==> config.mk <==
export PLATFORM = sky130hd
export DESIGN_NAME = model_fetch
export DESIGN_NICKNAME = d
export VERILOG_FILES = /design/src/geom_pkg.sv /design/src/xform_pkg.sv /design/src/model_fetch.sv
export VERILOG_INCLUDE_DIRS = /design/src
export SDC_FILE = /design/constraint.sdc
export NUM_CORES = 1
export LEC_CHECK = 0
export BUFFER_PORTS_ARGS = -buffer_cell sky130_fd_sc_hd__buf_2
export CAP_MARGIN = 20
export CORE_AREA = 2 2 655 657
export DETAILED_ROUTE_END_ITERATION = 7
export DIE_AREA = 0 0 657 659
export PLACE_DENSITY_LB_ADDON = 0.08
export SYNTH_ARGS = -nofsm -noshare
export SYNTH_HDL_FRONTEND = slang
export SYNTH_SLANG_ARGS = --single-unit
==> constraint.sdc <==
create_clock -name clk -period 17 [get_ports clk]
set_clock_uncertainty 0.1 [all_clocks]
set_input_delay 1.7 -clock clk [delete_from_list [all_inputs] [get_ports clk]]
set_output_delay 1.7 -clock clk [all_outputs]
set_load 0.01 [all_outputs]
==> src/xform_cfg.svh <==
`ifndef XFORM_CFG_SVH
`define XFORM_CFG_SVH

// Q16.16 fixed point
`define XF_FRAC_BITS   16
`define XF_WORD_W      32

// transform table
`define XF_TABLE_DEPTH 8
`define XF_ID_W        3

`endif

==> src/geom_pkg.sv <==
`include "xform_cfg.svh"

package geom_pkg;

    typedef logic signed [`XF_WORD_W-1:0] fixed_t;

    typedef struct packed {
        fixed_t x;
        fixed_t y;
        fixed_t z;
    } pos_t;

    typedef struct packed {
        pos_t        pos;
        logic [23:0] color;  // rgb, passed through
    } vertex_t;

    typedef struct packed {
        vertex_t v0;
        vertex_t v1;
        vertex_t v2;
    } triangle_t;

    typedef struct packed {
        fixed_t r11, r12, r13;
        fixed_t r21, r22, r23;
        fixed_t r31, r32, r33;
    } matrix_t;

    // ----------------------------------------
    // fixed-point helpers, wrap on overflow

    function automatic fixed_t fx_mul(fixed_t a, fixed_t b);
        logic signed [2*`XF_WORD_W-1:0] prod;
        prod = a * b;
        return prod[`XF_FRAC_BITS +: `XF_WORD_W];  // floor of the product
    endfunction

    function automatic fixed_t fx_dot3(fixed_t a, fixed_t b, fixed_t c, pos_t p);
        return fx_mul(a, p.x) + fx_mul(b, p.y) + fx_mul(c, p.z);
    endfunction

    function automatic pos_t fx_rotate(matrix_t m, pos_t p);
        pos_t r;
        r.x = fx_dot3(m.r11, m.r12, m.r13, p);
        r.y = fx_dot3(m.r21, m.r22, m.r23, p);
        r.z = fx_dot3(m.r31, m.r32, m.r33, p);
        return r;
    endfunction

endpackage

==> src/xform_pkg.sv <==
`include "xform_cfg.svh"

package xform_pkg;

    // camera records reuse this layout, scale unused
    typedef struct packed {
        geom_pkg::pos_t    scale;
        geom_pkg::matrix_t rot;
        geom_pkg::pos_t    pos;
    } xform_t;

    typedef struct packed {
        geom_pkg::triangle_t  triangle;
        xform_t               model;
        logic [`XF_ID_W-1:0]  camera_id;
    } model_world_t;

    // one vertex moving through a transform pipeline
    typedef struct packed {
        geom_pkg::vertex_t vtx;
        logic [1:0]        idx;
        logic              valid;
    } vert_stage_t;

    typedef enum logic [1:0] {user_host, user_model, user_camera} table_user_e;

    typedef enum logic [1:0] {st_idle, st_fetch, st_process, st_done} stage_state_e;

endpackage

==> src/model_fetch.sv <==
`timescale 1ns/1ps
`include "xform_cfg.svh"

module model_fetch (
    input  logic                      clk,
    input  logic                      rst,
    input  geom_pkg::triangle_t       tri_in,
    input  logic [`XF_ID_W-1:0]       model_id,
    input  logic [`XF_ID_W-1:0]       camera_id,
    input  logic                      in_valid,
    output logic                      in_ready,
    output logic                      req,
    output logic [`XF_ID_W-1:0]       addr,
    input  logic                      gnt,
    input  logic                      rvalid,
    input  xform_pkg::xform_t         rdata,
    output xform_pkg::model_world_t   token,
    output logic                      out_valid,
    input  logic                      out_ready
);

    xform_pkg::stage_state_e state;
    xform_pkg::model_world_t tok_r;
    logic [`XF_ID_W-1:0]     id_r;

    always_ff @(posedge clk or posedge rst) begin
        if (rst) begin
            state <= xform_pkg::st_idle;
        end else begin
            case (state)
                xform_pkg::st_idle:    if (in_valid) state <= xform_pkg::st_fetch;
                xform_pkg::st_fetch:   if (gnt) state <= xform_pkg::st_process;
                xform_pkg::st_process: if (rvalid) state <= xform_pkg::st_done;
                xform_pkg::st_done:    if (out_ready) state <= xform_pkg::st_idle;
                default:               state <= xform_pkg::st_idle;
            endcase
        end
    end

    // token payload
    always_ff @(posedge clk) begin
        if (in_valid && in_ready) begin
            tok_r.triangle  <= tri_in;
            tok_r.camera_id <= camera_id;
            id_r            <= model_id;
        end
        if (state == xform_pkg::st_process && rvalid) tok_r.model <= rdata;
    end

    assign in_ready  = (state == xform_pkg::st_idle);
    assign req       = (state == xform_pkg::st_fetch);
    assign addr      = id_r;
    assign token     = tok_r;
    assign out_valid = (state == xform_pkg::st_done);

endmodule

### Yosys cells after proc, flatten, opt, wreduce, memory -nomap -nowiden

Cells that the tools add are included.

* mux-type cells: 5
* equal/unequal tests: 7
* reductions and logical operators: 4

Operator list (count)
* $mux 2: 4
* $pmux 2 s4: 1
* $eq 2x2->1 const B: 2
* $ne 2x1->1 const B: 2
* $ne 2x2->1 const B: 2
* $reduce_and 4->1: 1
* $eq 2x1->1 const B: 1
* $logic_and 1x1->1: 2
* $logic_not 2->1: 1

* register bits: 848
* logic and storage cells: 46
* input bits: 852
* output and inout port bits: 849

### Depth between registers and ports, before layout

* depth in word-level cells: 3
* gate-level depth with buffers: 5
* depth with buffers taken out: 5

### Least setup slack after synthesis

Ideal clock, no wire load.

* path kind: in2reg
* start: input rvalid
* end: register tok_r (netlist bit token[100]) (enable)
* required time: 15.991 ns
* setup time: 0.909 ns
* path buffers: 0
* arrival time: 12.478 ns
* setup slack: 3.513 ns
* stages: 1
* path through: and2_1

* longest elaborated chain between the ends: 1

Ends and longest elaborated chain
* start, declared: RTL line model_fetch.sv:15 `input logic rvalid,`
* $logic_and 1x1->1: RTL line model_fetch.sv:47 `if (state == xform_pkg::st_process && rvalid) tok_r.model <= rdata;`
* end, declared: RTL line model_fetch.sv:23 `xform_pkg::model_world_t tok_r;`

No other way between the ends.
A chain may end at the register's enable or synchronous reset.

### Final worst setup path

* start: input rvalid
* end: register tok_r (netlist bit token[446]) (enable)

Same word-level chain as after synthesis.

==> flow_summary_export.csv <==
group,metric,value,unit
run_status,outcome,"finished clean",
global_routing,grt_pass1_wl,269000,um
power_and_ir_drop,combPwrFrac,16.2,%
die,core,426000,um2
worst_setup_path,r2r_end,"token[446]$_DFFE_PP_",
detailed_routing,drt_pre_antenna_iters,5,
global_routing,track_usage,10.1,%
min_path,min_from,"state[1]$_DFFE_PP0P_",
finish,final_cell_mix,"buf_2 (1700), edfxtp_1 (846), clkbuf_16 (137)",
clocking,cts_tree,"built",
detailed_routing,avgRoutedWirePerCell,26.7,um
timing,setup_viol,0,
power_and_ir_drop,p_sw,2.11,mW
clocking,cts-htree-levels,4,
timing,slew_viol_final,0,
power_and_ir_drop,peakVddDrop,0.0630,mV
die,fp-row-count,240,
timing,rsz0062_at_grt,"false",
place,dp_hpwl,195000,um
flow_run,drv_cap,0,
worst_setup_path,path_delay_family,"buffers and inverters",
clocking,cts_resized,0,
power_and_ir_drop,p_sw_share,31.1,%
yosys,synth_cell_types,12,
timing,worstMarginPinSlew,0.973,ns
yosys,syn_area,25600,um2
detailed_routing,drt_first_iter_violations,948,
clocking,hold_buffers,0,
yosys,yosys.area_share.simple,0.181,%
finish,fill_cells,48759,
clocking,clkTransAtPathRegs,0.05,ns
power_and_ir_drop,power_frac_seq,42.9,%
clocking,cts_setup_buffers,0,
die,start_util,6.02,%
power_and_ir_drop,leakage,16.7,nW
min_path,whs_path_depth,1,
power_and_ir_drop,power_density,149,nW/um2
detailed_routing,drc_errors,0,
detailed_routing,vias_per_cell,2.14,
timing,finalHoldViolCount,0,
yosys,ys_seq_area_share,99.3,%
timing,worst_slew_margin_rel,35.1,%
global_routing,grt_pass1_vias,18708,
finish,fin_nets,3575,
worst_setup_path,path_cells,"buf_2 > and2_4 > buf_4 > buf_4 > buf_4",
worst_setup_path,cp_slowest_cell,"buf_4",
worst_setup_path,worstPathArrival,4.98,ns
finish,drive_gt1_share,67.2,%
worst_setup_path,crit_fanout,67,
finish,syn2layout_area_growth,78.1,%
detailed_routing,wl,228000,um
place,place_congestion,0.782,
min_path,hold_class,"flip-flop to flip-flop",
global_routing,grt_overflow_total,0,
yosys,synth_area_per_cell,29.6,um2
power_and_ir_drop,pwr-share-clk,40.9,%
worst_setup_path,slowest_delay,0.85,ns
worst_setup_path,r2r_start,"state[0]$_DFFE_PP0P_",
finish,final_common_cell,"buf_2",
place,io_buffer_count,1700,
worst_setup_path,worst-r2r-setup-slack,12.52,ns
yosys,synthTopCellsByArea,"edfxtp_1 (99%), ha_1 (0.24%), dfrtp_1 (0.20%), a2111oi_4 (0.11%), inv_1 (0.059%)",
yosys,synth_fp_nets,1723,
power_and_ir_drop,internal-power,4.67,mW
global_routing,antenna_found_initial,281,
worst_setup_path,start_kind,"primary input",
detailed_routing,vias,18258,
yosys,synth_compound_area_share,0.107,%
yosys,synth.area.mux_share,0.0976,%
worst_setup_path,critical_path_required,17.32,ns
die,io_pins,1701,
global_routing,grt_max_degree,133,
min_path,hold_path_end,"state[1]$_DFFE_PP0P_",
timing,setup_tns,0,ns
yosys,synth-seq-cells,848,
yosys,synthAdderAreaFrac,0.244,%
clocking,cts_buffers,136,
clocking,clock_latency,0.81,ns
detailed_routing,final_antenna_net_count,0,
die,dieArea,433000,um2
timing,period_needed,4.66,ns
yosys,postSynthCellCount,866,
clocking,ctsRootBufferMaster,"clkbuf_16",
yosys,synth_top_family_by_area,"adder cells",
clocking,clockBufferDepth,4,
worst_setup_path,r2r_cells,6,
finish,final_cell_area,45600,um2
worst_setup_path,path_common_cell,"buf_4",
place,post_dp_cell_area,41400,um2
worst_setup_path,cp-end-kind,"flip-flop",
die,fp.dieH,659,um
worst_setup_path,path_buf_inv,4,
yosys,synth-xor-area-share,0,%
timing,timing.final.crit_share,27.4,%
yosys,ys_warn_count,0,
worst_setup_path,worstSetupPathType,"primary input to flip-flop",
timing,timing.fmax,215,MHz
clocking,clock_sinks,848,
die,die_x,657,um
yosys,synth.top_cell.area_share,99.1,%
yosys,synth_area_leader_cell,"edfxtp_1",
==> layout make-up <==
| type | count | area [um2] | area share [%] |
|---|---|---|---|
| Tap cell | 5687 | 7120 | 15.6 |
| Sequential cell | 848 | 25500 | 55.8 |
| Clock inverter | 60 | 582 | 1.27 |
| Clock buffer | 174 | 3570 | 7.82 |
| Antenna cell | 37 | 92.6 | 0.203 |
| Multi-Input combinational cell | 14 | 166 | 0.365 |
| Inverter | 4 | 15.0 | 0.0329 |
| Timing Repair Buffer | 1714 | 8650 | 18.9 |
==> power groups by stage <==
stage | clock (mW) | sequential (mW) | combinational (mW)
6_report | 2.77 | 2.91 | 1.10
5_1_grt | 2.99 | 2.95 | 1.20
4_1_cts | 2.96 | 2.93 | 1.19
3_5_place_dp | 0 | 2.95 | 1.19
3_3_place_gp | 0 | 2.97 | 1.20
2_1_floorplan | 0 | 3.27 | 0.176
==> per-layer routing <==
layer / global-route usage, % / vias up / routed length, um
li1: - / 7353 / -
met4: 2.21 / 80 / 6490
met1: 8.15 / 8898 / 64300
met3: 4.96 / 569 / 23600
met2: 21.1 / 1358 / 133000
met5: 0 / - / 530
==> state kept, by name, summed over array words and instances (netlist names) <==
signal  flops
token     843
addr        3
state       2
==> worst reg2reg max path, stage by stage, from the launching register on <==
cell,delay [ns]
dfrtp_1,0.41
inv_1,0.16
ha_1,0.28
and2_4,0.63
buf_4,0.76
buf_4,0.79
buf_4,0.88
==> synthesized netlist by cell type, drive strengths merged <==
cell type / count
mux2: 1
dfrtp: 2
nor2b: 2
nor2: 1
and2: 2
inv: 4
mux2i: 1
a2111oi: 1
edfxtp: 846
ha: 5
and2b: 1
==> worst max path at each step <==
stage / startpoint / end / slack [ns] / cells past startpoint
after global routing: rvalid / token[244]$_DFFE_PP_ / 12.11 / 5
final: rvalid / token[446]$_DFFE_PP_ / 12.34 / 5
after CTS: rvalid / token[428]$_DFFE_PP_ / 12.28 / 5
after global placement: rvalid / token[293]$_DFFE_PP_ / 11.34 / 5
after floorplan: rvalid / token[100]$_DFFE_PP_ / 3.51 / 1
after detailed placement: rvalid / token[293]$_DFFE_PP_ / 11.36 / 5
==> logic make-up after synthesis <==
logic type	Yosys count
buffers and inverters	4
AOI/OAI and AO/OA	1
DFF	848
muxes	2
and+or+nand+nor	6
adders and majority gates	5
==> metrics by stage <==
stage | worst slack [ns] | total power, mW | std cells | hold WS (ns) | utilization [%]
after global routing | 12.11 | 7.13 | 8508 | 0.538 | 10.7
after detailed placement | 11.36 | 4.14 | 8267 | 0.488 | 9.72
final | 12.34 | 6.78 | 8538 | 0.506 | 10.7
after floorplan | 3.51 | 3.45 | 866 | 0.435 | -
after global placement | 11.34 | 4.17 | 8266 | 0.503 | 9.72
after CTS | 12.28 | 7.07 | 8501 | 0.492 | 10.7
Note: power is estimated with default switching activity, not from simulation.
