### config.mk
export PLATFORM = sky130hd
export DESIGN_NAME = xform_table_arbiter
export DESIGN_NICKNAME = d
export VERILOG_FILES = /design/src/geom_pkg.sv /design/src/xform_pkg.sv /design/src/xform_table_arbiter.sv
export VERILOG_INCLUDE_DIRS = /design/src
export SDC_FILE = /design/constraint.sdc
export NUM_CORES = 1
export LEC_CHECK = 0
export BUFFER_PORTS_ARGS = -buffer_cell sky130_fd_sc_hd__buf_2
export CORE_AREA = 10 10 380 382
export CTS_BUF_LIST = sky130_fd_sc_hd__clkbuf_8 sky130_fd_sc_hd__clkbuf_16
export CTS_CLUSTER_DIAMETER = 30
export DETAILED_ROUTE_END_ITERATION = 8
export DIE_AREA = 0 0 390 392
export RECOVER_POWER = 50
export SYNTH_ARGS = -nofsm -noshare
export SYNTH_HDL_FRONTEND = slang
export SYNTH_SLANG_ARGS = --single-unit
export TNS_END_PERCENT = 20
### constraint.sdc
create_clock -name clk -period 1.3 [get_ports clk]
set_input_delay 0.195 -clock clk [delete_from_list [all_inputs] [get_ports clk]]
set_output_delay 0.195 -clock clk [all_outputs]
set_load 0.05 [all_outputs]
### src/xform_cfg.svh
`ifndef XFORM_CFG_SVH
`define XFORM_CFG_SVH

// Q16.16 fixed point
`define XF_FRAC_BITS   16
`define XF_WORD_W      32

// transform table
`define XF_TABLE_DEPTH 8
`define XF_ID_W        3

`endif

### src/geom_pkg.sv
`include "xform_cfg.svh"

package geom_pkg;

    typedef logic signed [`XF_WORD_W-1:0] fixed_t;

    typedef struct packed {
        fixed_t x;
        fixed_t y;
        fixed_t z;
    } pos_t;

    typedef struct packed {
        pos_t        pos;
        logic [23:0] color;  // rgb, passed through
    } vertex_t;

    typedef struct packed {
        vertex_t v0;
        vertex_t v1;
        vertex_t v2;
    } triangle_t;

    typedef struct packed {
        fixed_t r11, r12, r13;
        fixed_t r21, r22, r23;
        fixed_t r31, r32, r33;
    } matrix_t;

    // ----------------------------------------
    // fixed-point helpers, wrap on overflow

    function automatic fixed_t fx_mul(fixed_t a, fixed_t b);
        logic signed [2*`XF_WORD_W-1:0] prod;
        prod = a * b;
        return prod[`XF_FRAC_BITS +: `XF_WORD_W];  // floor of the product
    endfunction

    function automatic fixed_t fx_dot3(fixed_t a, fixed_t b, fixed_t c, pos_t p);
        return fx_mul(a, p.x) + fx_mul(b, p.y) + fx_mul(c, p.z);
    endfunction

    function automatic pos_t fx_rotate(matrix_t m, pos_t p);
        pos_t r;
        r.x = fx_dot3(m.r11, m.r12, m.r13, p);
        r.y = fx_dot3(m.r21, m.r22, m.r23, p);
        r.z = fx_dot3(m.r31, m.r32, m.r33, p);
        return r;
    endfunction

endpackage

### src/xform_pkg.sv
`include "xform_cfg.svh"

package xform_pkg;

    // camera records reuse this layout, scale unused
    typedef struct packed {
        geom_pkg::pos_t    scale;
        geom_pkg::matrix_t rot;
        geom_pkg::pos_t    pos;
    } xform_t;

    typedef struct packed {
        geom_pkg::triangle_t  triangle;
        xform_t               model;
        logic [`XF_ID_W-1:0]  camera_id;
    } model_world_t;

    // one vertex moving through a transform pipeline
    typedef struct packed {
        geom_pkg::vertex_t vtx;
        logic [1:0]        idx;
        logic              valid;
    } vert_stage_t;

    typedef enum logic [1:0] {user_host, user_model, user_camera} table_user_e;

    typedef enum logic [1:0] {st_idle, st_fetch, st_process, st_done} stage_state_e;

endpackage

### src/xform_table_arbiter.sv
`timescale 1ns/1ps
`include "xform_cfg.svh"

module xform_table_arbiter (
    input  logic                clk,
    input  logic                rst,
    input  logic                host_we,
    input  logic [`XF_ID_W-1:0] host_addr,
    input  xform_pkg::xform_t   host_wdata,
    input  logic                model_req,
    input  logic [`XF_ID_W-1:0] model_addr,
    output logic                model_gnt,
    output logic                model_rvalid,
    input  logic                cam_req,
    input  logic [`XF_ID_W-1:0] cam_addr,
    output logic                cam_gnt,
    output logic                cam_rvalid,
    output logic                tbl_we,
    output logic [`XF_ID_W-1:0] tbl_waddr,
    output xform_pkg::xform_t   tbl_wdata,
    output logic                tbl_re,
    output logic [`XF_ID_W-1:0] tbl_raddr
);

    xform_pkg::table_user_e last_user;  // last reader served

    // host always first, readers alternate on a tie
    always_comb begin
        model_gnt = 1'b0;
        cam_gnt   = 1'b0;
        if (!host_we) begin
            if (model_req && cam_req) begin
                if (last_user == xform_pkg::user_model) cam_gnt = 1'b1;
                else model_gnt = 1'b1;
            end else begin
                model_gnt = model_req;
                cam_gnt   = cam_req;
            end
        end
    end

    assign tbl_we    = host_we;
    assign tbl_waddr = host_addr;
    assign tbl_wdata = host_wdata;
    assign tbl_re    = model_gnt | cam_gnt;
    assign tbl_raddr = cam_gnt ? cam_addr : model_addr;

    always_ff @(posedge clk or posedge rst) begin
        if (rst) begin
            last_user    <= xform_pkg::user_host;  // no reader yet
            model_rvalid <= 1'b0;
            cam_rvalid   <= 1'b0;
        end else begin
            model_rvalid <= model_gnt;  // data lands next cycle
            cam_rvalid   <= cam_gnt;
            if (model_gnt) last_user <= xform_pkg::user_model;
            else if (cam_gnt) last_user <= xform_pkg::user_camera;
        end
    end

endmodule

---- Yosys cells after proc, flatten, opt, wreduce, memory -nomap -nowiden ----
Cells that the tools add are included.
operators by class
  multipliers ............................. 0
  add/sub/neg operators ................... 0
  reductions and logical operators ........ 2
  shift operators ......................... 0
  divide/modulo/power cells ............... 0
  muxes and demuxes ....................... 9
  equality and inequality tests ........... 1
  bitwise operators ....................... 1
  order comparisons ....................... 0
operators with widths
  cell                                                                   number
  1-bit 2-to-1 mux                                                       6
  2-bit 2-to-1 mux                                                       2
  3-bit 2-to-1 mux                                                       1
  2-bit by 1-bit equality test with 1-bit output, second input constant  1
  2-bit nonzero test                                                     1
  1-bit logical AND                                                      1
  1-bit OR                                                               1
storage, ports and cells
  word-level logic and storage cells ...... 16
  bits in read-only memories .............. 0
  memory bits (writable) .................. 0
  bits of input ports ..................... 494
  output and inout bits ................... 492
  memories ................................ 0
  flip-flop bits (word level) ............. 4
  latch bits .............................. 0

---- Logic depth before layout (Yosys ltp) ----
  depth in word-level cells ............... 6
  depth in mapped cells ................... 3
  mapped depth without buffers ............ 3

---- Worst setup path after synthesis ----
No wires, ideal clock.
  path type ............................... reg-to-output
  start ................................... register last_user[1]
  end ..................................... output tbl_raddr[0]
  required time ........................... 1.105 ns
  path buffers ............................ 0
  cell stages (with the launch flop) ...... 4
  slack ................................... -0.325 ns
  data arrival time ....................... 1.430 ns
  cells stage by stage .................... dfrtp_1 nand2b_4 a21oi_4 mux2_2
between the ends
  longest elaborated chain between the ends .. 5
RTL lines
  what                                            line                       text
  from (decl)                                     xform_table_arbiter.sv:25  xform_pkg::table_user_e last_user;
  from (signal assigned)                          xform_table_arbiter.sv:50  last_user <= xform_pkg::user_host;
  from (signal assigned)                          xform_table_arbiter.sv:56  if (model_gnt) last_user <= xform_pkg::user_model;
  from (signal assigned)                          xform_table_arbiter.sv:57  else if (cam_gnt) last_user <= xform_pkg::user_camera;
  2-bit by 1-bit equality test with 1-bit output  xform_table_arbiter.sv:33  if (last_user == xform_pkg::user_model) cam_gnt = 1'b1;
  1-bit 2-to-1 mux                                xform_table_arbiter.sv:33
  1-bit 2-to-1 mux                                xform_table_arbiter.sv:32  if (model_req && cam_req) begin
  1-bit 2-to-1 mux                                xform_table_arbiter.sv:31  if (!host_we) begin
  via cam_gnt                                     xform_table_arbiter.sv:16  output logic cam_gnt,
  3-bit 2-to-1 mux                                xform_table_arbiter.sv:46  assign tbl_raddr = cam_gnt ? cam_addr : model_addr;
  to (decl)                                       xform_table_arbiter.sv:22  output logic [`XF_ID_W-1:0] tbl_raddr
The timed path passes the listed nets, and every way through them passes these cells.

---- Worst setup path after layout ----
  start ................................... register last_user[1]
  end ..................................... output tbl_raddr[1]
between the ends
  longest elaborated chain between the ends .. 5
RTL lines
  what                                            line
  2-bit by 1-bit equality test with 1-bit output  xform_table_arbiter.sv:33
  1-bit 2-to-1 mux                                xform_table_arbiter.sv:33
  1-bit 2-to-1 mux                                xform_table_arbiter.sv:32
  1-bit 2-to-1 mux                                xform_table_arbiter.sv:31
  3-bit 2-to-1 mux                                xform_table_arbiter.sv:46
No other way between the ends.

==> reports/summary.txt <==
Area Overhead vs Synth = -27.7%
crit end category = output port
slowest CP cell = dfrtp_1
Syn Nets = 998
Fin. Hold Viols = 0
Max Transition Viols Final = 0
clk sinks = 4
CTS buffer count = 3
CTS clk-pin slew, worst paths = 0.04 ns
Final Power = 1.03 mW
r2r setup slk = 0.12 ns
Core Region = 137000 µm²
RSZ-0062 raised after global routing = true
RD Place Congestion = 0.967
via count = 1425
drt first pass iters = 4
top cell type's share of synthesized area = 93.9%
Seq/Total Area, Yosys = 2.59%
Horiz. Die Dim = 390 µm
aggregate global-route resource usage = 14.3%
Worst Path Arrival = 1.53 ns
worst-skew pair later-pin latency = 0.26 ns
first-pass GRT wire length = 119 mm
Fmax = 581 MHz
Crit Path Class = reg2out
die area = 153000 µm²
IO Pins = 986
Post-Syn Instances = 504
crit-path cells = nand2b_4, a21oi_4, mux2_4, buf_12
crit path max fanout = 4
drt initial violations = 75
status = complete, but fails checks
PortBufs = 19
largest net degree at the start of global routing = 6
CTS tree = yes
Final Skew = 0.0199 ns
hpwl dp = 115 mm
dominant cells by area after synthesis = buf_4 94%, dfrtp_1 2.6%, mux2_2 0.87%
Routed Antenna Nets = 0
min-delay worst type = in2reg
Max Buffers Root-to-Sink = 2
Root Driver = clkbuf_16
Max IR drop VDD = 0.430 mV
DR WL/cell = 62.9 µm
crit path time final = 1.72 ns
Post-Syn Area = 3870 µm²
die boundary height = 392 µm
synth warn = 0
share of layout cells above drive strength 1 = 72.5%
flip-flop and latch count after synthesis = 4
Leak = 0.297 nW
Data required, critical path = 1.11 ns
Vias/cell = 0.772
total grt overflow = 0
Rows = 136
Rel. slew slack = 74.9%
total routed wirelength = 116 mm
failing checks = setup timing
Max Cap Violations = 0
area leader, netlist = buf_4
antenna violations before repair = 4
startpoint types = register
final setup violation count = 5
fraction of the cycle the final worst path needs = 132%
syn_area_per_cell = 7.68 µm²
vias in the first global route = 1125
Netlist cell types = 12
H-tree depth = 1
DRC = 0
Final nets = 547
Pwr Density = 370 nW/µm²
Min Hold Slack = 0.288 ns
Least-Margin Pin Slew = 0.376 ns
Max stage delay on crit path = 0.37 ns
final worst slack = -0.420 ns
Initial Utilization = 2.83%
==> placed cells by master (no fill, tap or decap) <==
master,Yosys,layout
buf_4,484,7
mux2_4,0,3
dfrtp_1,4,4
inv_1,3,3
buf_12,0,3
a21oi_4,1,1
buf_2,0,14
buf_6,0,3
nand2_1,1,1
nor2_1,2,2
o21ai_0,1,1
a311oi_2,1,1
diode_2,0,1
nand2b_4,2,2
clkbuf_16,0,3
dlygate4sd3_1,0,1
nand2b_1,1,1
a32oi_1,1,1
==> cell type report <==
class | instances | area (µm²)
Sequential cell | 4 | 100
Antenna cell | 1 | 2.50
Multi-Input combinational cell | 13 | 135
Inverter | 3 | 11.3
Fill cell | 16447 | 134000
Tap cell | 1794 | 2240
Timing Repair Buffer | 28 | 226
Clock buffer | 3 | 75.1
==> stage by stage <==
stage | setup TNS, ns | util (%) | area (µm²) | instances | worst slack, ns
floorplan | -1.18 | - | 3880 | 504 | -0.251
global placement | -0.697 | 1.94 | 2650 | 1838 | -0.219
detailed placement | -0.788 | 1.94 | 2650 | 1838 | -0.241
CTS | -1.92 | 2.04 | 2790 | 1844 | -0.441
global route | -1.98 | 2.04 | 2800 | 1846 | -0.439
finish | -1.85 | 2.04 | 2800 | 1846 | -0.420
==> critical path, delay by kind of cell (launching register included) <==
| kind | cells | cell delay, ns |
|---|---|---|
| AND/OR/NAND/NOR | 1 | 0.15 |
| multiplexers | 1 | 0.35 |
| AO/OA/AOI/OAI | 1 | 0.26 |
| buffers and inverters | 1 | 0.15 |
| flip-flops | 1 | 0.37 |
==> cell usage after synthesis, drive strengths merged <==
library cell / instances
nor2: 2
o21ai: 1
buf: 484
a32oi: 1
nand2b: 3
a311oi: 1
dfrtp: 4
nand2: 1
inv: 3
mux2: 3
a21oi: 1
==> layer usage <==
layer,share of wire (%),global-route usage (%)
met1,2.5,0.900
met2,50,25.3
met3,47,32.0
met4,0.73,0.913
met5,0.68,3.73
==> path summary, 6_finish.rpt <==
path / cells after the start / start / endpoint
min: 3 / cam_req / last_user[1]
min reg2reg: 2 / last_user[1] / last_user[1]
min in group asynchronous: 3 / rst / last_user[0]
max: 4 / last_user[1] / tbl_raddr[1]
max reg2reg: 6 / last_user[1] / last_user[0]
max in group asynchronous: 3 / rst / model_rvalid
==> power by group <==
part / switching, mW / internal, mW
combinational: 0.156 / 0.122
sequential: 0.0100 / 0.140
clock: 0.203 / 0.403
total: 0.369 / 0.665
==> kinds of logic after synthesis <==
logic type             after synthesis  share of synthesized area, %
AO/OA/AOI/OAI                        4                          1.16
buffers and inverters              487                          94.2
multiplexers                         3                         0.873
flip-flops                           4                          2.59
AND/OR/NAND/NOR                      6                          1.16
==> registers in the layout, indices dropped and copies added, names as in the netlist <==
register and cells:
cam_rvalid 1, last_user 2, model_rvalid 1
==> repair_timing <==
action / 4_1_cts / 5_1_grt
setup endpoints to repair: 5 / 5
gates resized for setup: 9 / 0
endpoints found under the hold margin: 4 / 0
hold buffers: 1 / 0
pin swaps: 1 / 2
setup buffers: 2 / 1
Power figures use the tool's default switching activity.
